===== config.mk =====
export PLATFORM = sky130hd
export DESIGN_NAME = cpu12_backend
export DESIGN_NICKNAME = d
export VERILOG_FILES = /design/src/source/cpu12_pkg.sv /design/src/source/mem_if.sv /design/src/source/stage_if.sv /design/src/source/cpu12_backend.sv /design/src/source/data_ram.sv /design/src/source/mem_stage.sv /design/src/source/exec_stage.sv
export SDC_FILE = /design/constraint.sdc
export NUM_CORES = 1
export LEC_CHECK = 0
export BUFFER_PORTS_ARGS = -buffer_cell sky130_fd_sc_hd__buf_2
export CELL_PAD_IN_SITES_DETAIL_PLACEMENT = 0
export CELL_PAD_IN_SITES_GLOBAL_PLACEMENT = 1
export CORE_UTILIZATION = 30
export DETAILED_ROUTE_END_ITERATION = 12
export PLACE_DENSITY = 0.6
export SYNTH_ARGS = -nofsm -noshare
export SYNTH_HDL_FRONTEND = slang
export SYNTH_SLANG_ARGS = --single-unit
export TNS_END_PERCENT = 20

===== constraint.sdc =====
create_clock -name clk -period 7 [get_ports clk]
set_input_delay 1.75 -clock clk [delete_from_list [all_inputs] [get_ports clk]]
set_output_delay 1.75 -clock clk [all_outputs]
set_load 0.05 [all_outputs]

===== src/source/cpu12_pkg.sv =====
// Shared widths, instruction sets and opcodes; opcode values must match the decoder feeding the back end
`default_nettype none

package cpu12_pkg;

    // Data, pc and instruction word width
    localparam int WORD_W = 12;

    // Flag vector width and bit positions
    localparam int FLAG_W = 4;
    localparam int FLAG_Z = 0;
    localparam int FLAG_N = 1;
    localparam int FLAG_C = 2;
    localparam int FLAG_V = 3;

    // Instruction set tag that travels with every instruction
    typedef enum logic [3:0] {
        ISET_R = 4'd0,
        ISET_I = 4'd1
    } iset_e;

    // R-set opcodes, taken from instruction bits 11 to 8
    typedef enum logic [3:0] {
        OPC_R_NOP = 4'd0,
        OPC_R_ADD = 4'd1,
        OPC_R_SUB = 4'd2,
        OPC_R_AND = 4'd3,
        OPC_R_OR  = 4'd4,
        OPC_R_XOR = 4'd5,
        OPC_R_LD  = 4'd6,
        OPC_R_ST  = 4'd7
    } opc_r_e;

    // I-set opcodes, same field; immediate sits in bits 7 to 0
    typedef enum logic [3:0] {
        OPC_I_ADDI = 4'd0,
        OPC_I_ANDI = 4'd1,
        OPC_I_LDI  = 4'd2,
        OPC_I_STI  = 4'd3
    } opc_i_e;

endpackage

`default_nettype wire

===== src/source/mem_if.sv =====
// Data RAM bus with combinational read; a write takes effect on the clock edge while we is high
`timescale 1ns/1ps
`default_nettype none

interface mem_if #(
    parameter int MEM_ADDR_W = 6
);

    logic [MEM_ADDR_W-1:0]        addr;
    logic [cpu12_pkg::WORD_W-1:0] wdata;
    logic                         we;
    logic [cpu12_pkg::WORD_W-1:0] rdata;

    modport ctrl (output addr, wdata, we, input rdata);
    modport ram (input addr, wdata, we, output rdata);

endinterface

`default_nettype wire


===== src/source/stage_if.sv =====
// Execute to memory stage state of one instruction; result is the RAM address for loads and stores
`timescale 1ns/1ps
`default_nettype none

interface stage_if;

    logic [cpu12_pkg::WORD_W-1:0] pc;
    logic [cpu12_pkg::WORD_W-1:0] instr;
    cpu12_pkg::iset_e             iset;
    // ALU value, or memory address for LD/ST
    logic [cpu12_pkg::WORD_W-1:0] result;
    logic [cpu12_pkg::WORD_W-1:0] store_data;
    logic [cpu12_pkg::FLAG_W-1:0] flags;

    // Execute latch side
    modport src (
        output pc, instr, iset, result, store_data, flags
    );

    // Memory stage side
    modport dst (
        input pc, instr, iset, result, store_data, flags
    );

endinterface

`default_nettype wire


===== src/source/cpu12_backend.sv =====
// Back end top; one global advance stalls everything, and results retire two advance edges after entry
`timescale 1ns/1ps
`default_nettype none

module cpu12_backend #(
    parameter int MEM_ADDR_W = 6
) (
    input  logic                         clk,
    input  logic                         rst,
    input  logic                         advance,
    input  logic [cpu12_pkg::WORD_W-1:0] pc,
    input  logic [cpu12_pkg::WORD_W-1:0] instr,
    input  cpu12_pkg::iset_e             instr_set,
    input  logic [cpu12_pkg::WORD_W-1:0] op_a,
    input  logic [cpu12_pkg::WORD_W-1:0] op_b,
    input  logic [cpu12_pkg::WORD_W-1:0] store_data,
    output logic [cpu12_pkg::WORD_W-1:0] wb_pc,
    output logic [cpu12_pkg::WORD_W-1:0] wb_instr,
    output cpu12_pkg::iset_e             wb_set,
    output logic [cpu12_pkg::WORD_W-1:0] wb_result,
    output logic [cpu12_pkg::FLAG_W-1:0] wb_flags
);

    // Execute latch contents toward the memory stage
    stage_if ex_to_mem ();

    mem_if #(.MEM_ADDR_W(MEM_ADDR_W)) ram_bus ();

    exec_stage #(.MEM_ADDR_W(MEM_ADDR_W)) i_exec (
        .clk       (clk),
        .rst       (rst),
        .advance   (advance),
        .pc        (pc),
        .instr     (instr),
        .instr_set (instr_set),
        .op_a      (op_a),
        .op_b      (op_b),
        .store_data(store_data),
        .out       (ex_to_mem.src)
    );

    mem_stage i_mem (
        .clk      (clk),
        .rst      (rst),
        .advance  (advance),
        .in       (ex_to_mem.dst),
        .mem      (ram_bus.ctrl),
        .wb_pc    (wb_pc),
        .wb_instr (wb_instr),
        .wb_result(wb_result),
        .wb_set   (wb_set),
        .wb_flags (wb_flags)
    );

    data_ram #(.MEM_ADDR_W(MEM_ADDR_W)) i_ram (
        .clk(clk),
        .bus(ram_bus.ram)
    );

endmodule

`default_nettype wire


===== src/source/data_ram.sv =====
// Data RAM of 2**MEM_ADDR_W words; contents are unknown after power-up, so store before loading
`timescale 1ns/1ps
`default_nettype none

module data_ram #(
    parameter int MEM_ADDR_W = 6
) (
    input  logic clk,
    mem_if.ram   bus
);

    localparam int DEPTH = 2 ** MEM_ADDR_W;

    logic [cpu12_pkg::WORD_W-1:0] mem_array [0:DEPTH-1];

    // Read is combinational so a load finishes in one stage
    assign bus.rdata = mem_array[bus.addr];

    always_ff @(posedge clk) begin
        if (bus.we) begin
            mem_array[bus.addr] <= bus.wdata;
        end
    end

endmodule

`default_nettype wire


===== src/source/mem_stage.sv =====
// Memory stage; a store writes only on an advance edge, and a load sees data written at an earlier edge
`timescale 1ns/1ps
`default_nettype none

module mem_stage (
    input  logic                         clk,
    input  logic                         rst,
    input  logic                         advance,
    stage_if.dst                         in,
    mem_if.ctrl                          mem,
    output logic [cpu12_pkg::WORD_W-1:0] wb_pc,
    output logic [cpu12_pkg::WORD_W-1:0] wb_instr,
    output logic [cpu12_pkg::WORD_W-1:0] wb_result,
    output cpu12_pkg::iset_e             wb_set,
    output logic [cpu12_pkg::FLAG_W-1:0] wb_flags
);

    localparam int ADDR_W = $bits(mem.addr);

    cpu12_pkg::opc_r_e            opc_r;
    cpu12_pkg::opc_i_e            opc_i;
    logic                         is_load;
    logic                         is_store;
    logic [cpu12_pkg::WORD_W-1:0] stage_result;

    assign opc_r = cpu12_pkg::opc_r_e'(in.instr[11:8]);
    assign opc_i = cpu12_pkg::opc_i_e'(in.instr[11:8]);

    // Load/store decode over both instruction sets
    assign is_load  = ((in.iset == cpu12_pkg::ISET_R) && (opc_r == cpu12_pkg::OPC_R_LD)) ||
                      ((in.iset == cpu12_pkg::ISET_I) && (opc_i == cpu12_pkg::OPC_I_LDI));
    assign is_store = ((in.iset == cpu12_pkg::ISET_R) && (opc_r == cpu12_pkg::OPC_R_ST)) ||
                      ((in.iset == cpu12_pkg::ISET_I) && (opc_i == cpu12_pkg::OPC_I_STI));

    // Address already wrapped in execute
    assign mem.addr  = in.result[ADDR_W-1:0];
    assign mem.wdata = in.store_data;
    assign mem.we    = advance && is_store;

    // Loads retire the RAM word, everything else keeps the execute result
    assign stage_result = is_load ? mem.rdata : in.result;

    always_ff @(posedge clk or posedge rst) begin
        if (rst) begin
            wb_pc     <= '0;
            wb_instr  <= '0;
            wb_set    <= cpu12_pkg::ISET_R;
            wb_result <= '0;
            wb_flags  <= '0;
        end else if (advance) begin
            wb_pc     <= in.pc;
            wb_instr  <= in.instr;
            wb_set    <= in.iset;
            wb_result <= stage_result;
            wb_flags  <= in.flags;
        end
    end

endmodule

`default_nettype wire


===== src/source/exec_stage.sv =====
// Execute stage; no forwarding, operands must arrive ready, and the latch moves only when advance is high
`timescale 1ns/1ps
`default_nettype none

module exec_stage #(
    parameter int MEM_ADDR_W = 6
) (
    input  logic                         clk,
    input  logic                         rst,
    input  logic                         advance,
    input  logic [cpu12_pkg::WORD_W-1:0] pc,
    input  logic [cpu12_pkg::WORD_W-1:0] instr,
    input  cpu12_pkg::iset_e             instr_set,
    input  logic [cpu12_pkg::WORD_W-1:0] op_a,
    input  logic [cpu12_pkg::WORD_W-1:0] op_b,
    input  logic [cpu12_pkg::WORD_W-1:0] store_data,
    stage_if.src                         out
);

    localparam int W = cpu12_pkg::WORD_W;

    cpu12_pkg::opc_r_e            opc_r;
    cpu12_pkg::opc_i_e            opc_i;
    logic [W-1:0]                 opnd_b;
    logic [W:0]                   sum_ext;
    logic [W:0]                   diff_ext;
    logic                         add_ovf;
    logic                         sub_ovf;
    logic [W-1:0]                 addr_word;
    logic [W-1:0]                 alu_result;
    logic [cpu12_pkg::FLAG_W-1:0] alu_flags;
    logic                         carry;
    logic                         ovf;
    logic                         set_zn;

    assign opc_r = cpu12_pkg::opc_r_e'(instr[11:8]);
    assign opc_i = cpu12_pkg::opc_i_e'(instr[11:8]);

    // I set takes the zero-extended 8-bit immediate
    assign opnd_b = (instr_set == cpu12_pkg::ISET_I) ? {4'b0, instr[7:0]} : op_b;

    assign sum_ext  = {1'b0, op_a} + {1'b0, opnd_b};
    assign diff_ext = {1'b0, op_a} - {1'b0, opnd_b};
    assign add_ovf  = (op_a[W-1] == opnd_b[W-1]) && (sum_ext[W-1] != op_a[W-1]);
    assign sub_ovf  = (op_a[W-1] != opnd_b[W-1]) && (diff_ext[W-1] != op_a[W-1]);

    // Effective address wraps inside the RAM
    assign addr_word = {{(W-MEM_ADDR_W){1'b0}}, sum_ext[MEM_ADDR_W-1:0]};

    always_comb begin
        alu_result = '0;
        carry      = 1'b0;
        ovf        = 1'b0;
        set_zn     = 1'b0;
        case (instr_set)
            cpu12_pkg::ISET_R: begin
                case (opc_r)
                    cpu12_pkg::OPC_R_ADD: begin
                        alu_result = sum_ext[W-1:0];
                        carry      = sum_ext[W];
                        ovf        = add_ovf;
                        set_zn     = 1'b1;
                    end
                    cpu12_pkg::OPC_R_SUB: begin
                        alu_result = diff_ext[W-1:0];
                        // Carry means no borrow
                        carry      = ~diff_ext[W];
                        ovf        = sub_ovf;
                        set_zn     = 1'b1;
                    end
                    cpu12_pkg::OPC_R_AND: begin
                        alu_result = op_a & opnd_b;
                        set_zn     = 1'b1;
                    end
                    cpu12_pkg::OPC_R_OR: begin
                        alu_result = op_a | opnd_b;
                        set_zn     = 1'b1;
                    end
                    cpu12_pkg::OPC_R_XOR: begin
                        alu_result = op_a ^ opnd_b;
                        set_zn     = 1'b1;
                    end
                    cpu12_pkg::OPC_R_LD, cpu12_pkg::OPC_R_ST: alu_result = addr_word;
                    default: alu_result = '0;
                endcase
            end
            cpu12_pkg::ISET_I: begin
                case (opc_i)
                    cpu12_pkg::OPC_I_ADDI: begin
                        alu_result = sum_ext[W-1:0];
                        carry      = sum_ext[W];
                        ovf        = add_ovf;
                        set_zn     = 1'b1;
                    end
                    cpu12_pkg::OPC_I_ANDI: begin
                        alu_result = op_a & opnd_b;
                        set_zn     = 1'b1;
                    end
                    cpu12_pkg::OPC_I_LDI, cpu12_pkg::OPC_I_STI: alu_result = addr_word;
                    default: alu_result = '0;
                endcase
            end
            default: alu_result = '0;
        endcase

        alu_flags                   = '0;
        alu_flags[cpu12_pkg::FLAG_Z] = set_zn && (alu_result == '0);
        alu_flags[cpu12_pkg::FLAG_N] = set_zn && alu_result[W-1];
        alu_flags[cpu12_pkg::FLAG_C] = carry;
        alu_flags[cpu12_pkg::FLAG_V] = ovf;
    end

    // Execute latch, cleared to a NOP bubble
    always_ff @(posedge clk or posedge rst) begin
        if (rst) begin
            out.pc         <= '0;
            out.instr      <= '0;
            out.iset       <= cpu12_pkg::ISET_R;
            out.result     <= '0;
            out.store_data <= '0;
            out.flags      <= '0;
        end else if (advance) begin
            out.pc         <= pc;
            out.instr      <= instr;
            out.iset       <= instr_set;
            out.result     <= alu_result;
            out.store_data <= store_data;
            out.flags      <= alu_flags;
        end
    end

endmodule

`default_nettype wire


==> impl_metrics.env <==
export IMPL_drtAntennaViolNets=0
export IMPL_synth_yosys_seq_area_share_pct=74.59
export IMPL_cp_data_arrival_time_ns=5.66
export IMPL_finalCritPeriodShare_pct=72.77
export IMPL_totalPowerFinal_mw=11.53
export IMPL_synthArstFlopShare_pct=11.52
export IMPL_yosysTopAreaCell="edfxtp_1"
export IMPL_cts_inserted_buffers=92
export IMPL_postPlaceCellArea_um2=36910
export IMPL_worst_slack_ns=1.906
export IMPL_drt_iter0_drc=1915
export IMPL_seq_power_share_pct=50.8
export IMPL_grt_use_total_pct=16.69
export IMPL_ir_worst_vdd_v=0.0001917
export IMPL_top_layer="met4"
export IMPL_wl_met3_um=6089
export IMPL_synth_top_area_share_pct=67.29
export IMPL_design_area_um2=39900
export IMPL_drc=0
export IMPL_maxSlewViolCount=0
export IMPL_drt_vias_per_instance=5.287
export IMPL_hold_ws_ns=0.4922
export IMPL_cts_sinks=868
export IMPL_cts_max_level=3
export IMPL_dieArea_um2=115600
export IMPL_max_freq_mhz=196.3
export IMPL_hold_buffers=0
export IMPL_final_cells=3860
export IMPL_path_class="primary input to flip-flop"
export IMPL_grt_max_degree=98
export IMPL_cts_tree="built"
export IMPL_pre_cts_slack_ns=1.270
export IMPL_clockBufferDepth=3
export IMPL_setup_viol=0
export IMPL_crit_path_max_fanout=12
export IMPL_outcome="finished clean"
export IMPL_hold_violations=0
export IMPL_syn_inst=2115
export IMPL_slew_headroom_pct=15.38
export IMPL_synth_area_um2=34270
export IMPL_first_pass_iters=5
export IMPL_syn_area_per_cell_um2=16.21
export IMPL_hpwlAfterDp_um=57710
export IMPL_cp_end_kind="flip-flop"
export IMPL_switching_share_pct=23.54
export IMPL_ctsResizeCount=0
export IMPL_post_cts_repair_setup_buffers=0
export IMPL_synth_ff_type="edfxtp_1"
export IMPL_final_util_pct=35.37
export IMPL_p_int_mw=8.813
export IMPL_synth_edf_count=768
export IMPL_area_delta_synth_final_pct=16.42
export IMPL_tns_ns=0
export IMPL_combPwrFrac_pct=7.7
export IMPL_num_vias=20406
export IMPL_crit_required_ns=7.57
export IMPL_grt_pass1_vias=20415
export IMPL_wl_um=98120
export IMPL_synth_area_leaders="edfxtp_1 (67%), dfrtp_1 (7.3%), a22oi_1 (5.3%), mux2_2 (2.6%), a221oi_1 (1.9%)"
export IMPL_finalNetCount=2389
export IMPL_dpl_cell_count=3688
export IMPL_skew_ns=0.03638
export IMPL_grt_overflow_total=0
export IMPL_met2_length_um=47590
export IMPL_cts_root_buf="clkbuf_16"
export IMPL_leakagePower_nw=13.05
export IMPL_drv_cap=0
export IMPL_clkTransAtPathRegs_ns=0.06
export IMPL_hold_path_class="flip-flop to flip-flop"
export IMPL_grt_pass1_wl_um=143600
export IMPL_ys_ff_latch=868
export IMPL_die_h_um=340.0
export IMPL_min_period_ns=5.094
export IMPL_synth_most_common_cell="edfxtp_1"
export IMPL_core_area_um2=112800
export IMPL_drive_gt1_share_pct=20.17
export IMPL_powerDensity_nw_per_um2=288.9
export IMPL_worst_pin_slew_ns=1.268
export IMPL_rows=123
export IMPL_routedWlPerCell_um=25.42
export IMPL_antenna_found_initial=2
export IMPL_wl_met1_um=42510
export IMPL_routabilityCongestion=0.8377
export IMPL_start_util_pct=30.38
export IMPL_die_w_um=340.0
export IMPL_antennaDiodeCount=0
export IMPL_p_clk_share_pct=41.4
export IMPL_p_sw_mw=2.713
export IMPL_rsz0062_at_grt="no"
export IMPL_ys_types=86
export IMPL_cp_start_kind="primary input"
export IMPL_num_io_pins=111
export IMPL_yosys_warnings=0
export IMPL_syn_nets=2222
export IMPL_yosys_top_cells_count="edfxtp_1 (768), a22oi_1 (243), nor2_1 (113), dfrtp_1 (100), mux2_2 (78)"
export IMPL_port_buffers=110
export IMPL_clk_latency_ns=0.66
## cell families after synthesis
kind of cell    synth area share [%]
compound gates                 13.62
xor+xnor                      0.3066
fa+ha+maj                      1.504
buf+inv                        2.461
flops                          74.59
mux                            2.680
simple gates                   4.844
## power by group through the flow
stage / combinational [mW] / sequential (mW) / clock, mW
finish: 0.891 / 5.86 / 4.78
CTS: 0.894 / 5.86 / 4.87
detailed placement: 0.892 / 5.97 / 0
global route: 0.947 / 5.87 / 5.07
global placement: 0.882 / 5.96 / 0
floorplan: 0.413 / 6.09 / 0
## sequential cells by signal, indices dropped and copies added, names as in the netlist
| name | cells |
|---|---|
| i_exec.out.pc | 12 |
| i_exec.out.result | 12 |
| i_exec.out.flags | 4 |
| i_ram.mem_array | 768 |
| i_exec.out.instr | 12 |
| i_exec.out.iset | 4 |
| i_mem.wb_flags | 4 |
| i_mem.wb_instr | 12 |
| i_mem.wb_result | 12 |
| i_mem.wb_set | 4 |
| i_mem.wb_pc | 12 |
| i_exec.out.store_data | 12 |
## metal layers
metal	up-vias	GRT usage (%)
met2	729	27.67
met1	10609	23.10
met3	121	2.519
met4	0	3.613
met5	-	0
li1	8947	-
## layout by cell type, fill, tap and decap left out, types with 38 or more instances in the layout
cell,count
mux2_2,78
buf_2,109
nand4_1,49
nand2_1,76
a221oi_1,73
a22oi_1,243
edfxtp_1,768
nor2_1,110
a22o_1,72
buf_4,97
a31oi_1,38
ha_1,38
a21oi_1,38
clkbuf_16,94
dfrtp_1,86
## critical path: stages
cell,delay (ns)
buf_2,0.12
nor3_1,0.39
nand2_1,0.42
nand2_1,0.17
nand2_1,0.11
ha_1,0.28
fa_1,0.53
a21o_1,0.23
a221oi_2,0.38
a21oi_2,0.15
a31o_1,0.28
nand2_1,0.08
o211ai_1,0.09
a222oi_1,0.47
a32o_1,0.23
## path summary, 6_finish.rpt
kind,from,endpoint,slack [ns],cells past startpoint
setup / recovery,instr_set[1],i_exec.out.flags[0],1.91,15
hold / removal,i_mem.wb_result[10],i_mem.wb_result[10],0.49,1
setup reg to reg,i_exec.out.result[2],i_mem.wb_result[4],2.68,9
hold reg to reg,i_mem.wb_result[10],i_mem.wb_result[10],0.49,1
max in group asynchronous,rst,i_exec.out.result[5],4.53,3
min in group asynchronous,rst,i_mem.wb_instr[7],1.08,2
## layout make-up
| type | instances | area [um^2] |
|---|---|---|
| inverters | 35 | 133.9 |
| well taps | 1500 | 1877 |
| clock inverters | 43 | 439.2 |
| multi-input cells | 1073 | 7924 |
| fillers | 10610 | 72900 |
| clock buffers | 129 | 2554 |
| repair buffers | 212 | 1394 |
| flip-flops and latches | 868 | 25580 |
(Power assumes the default switching activity.)
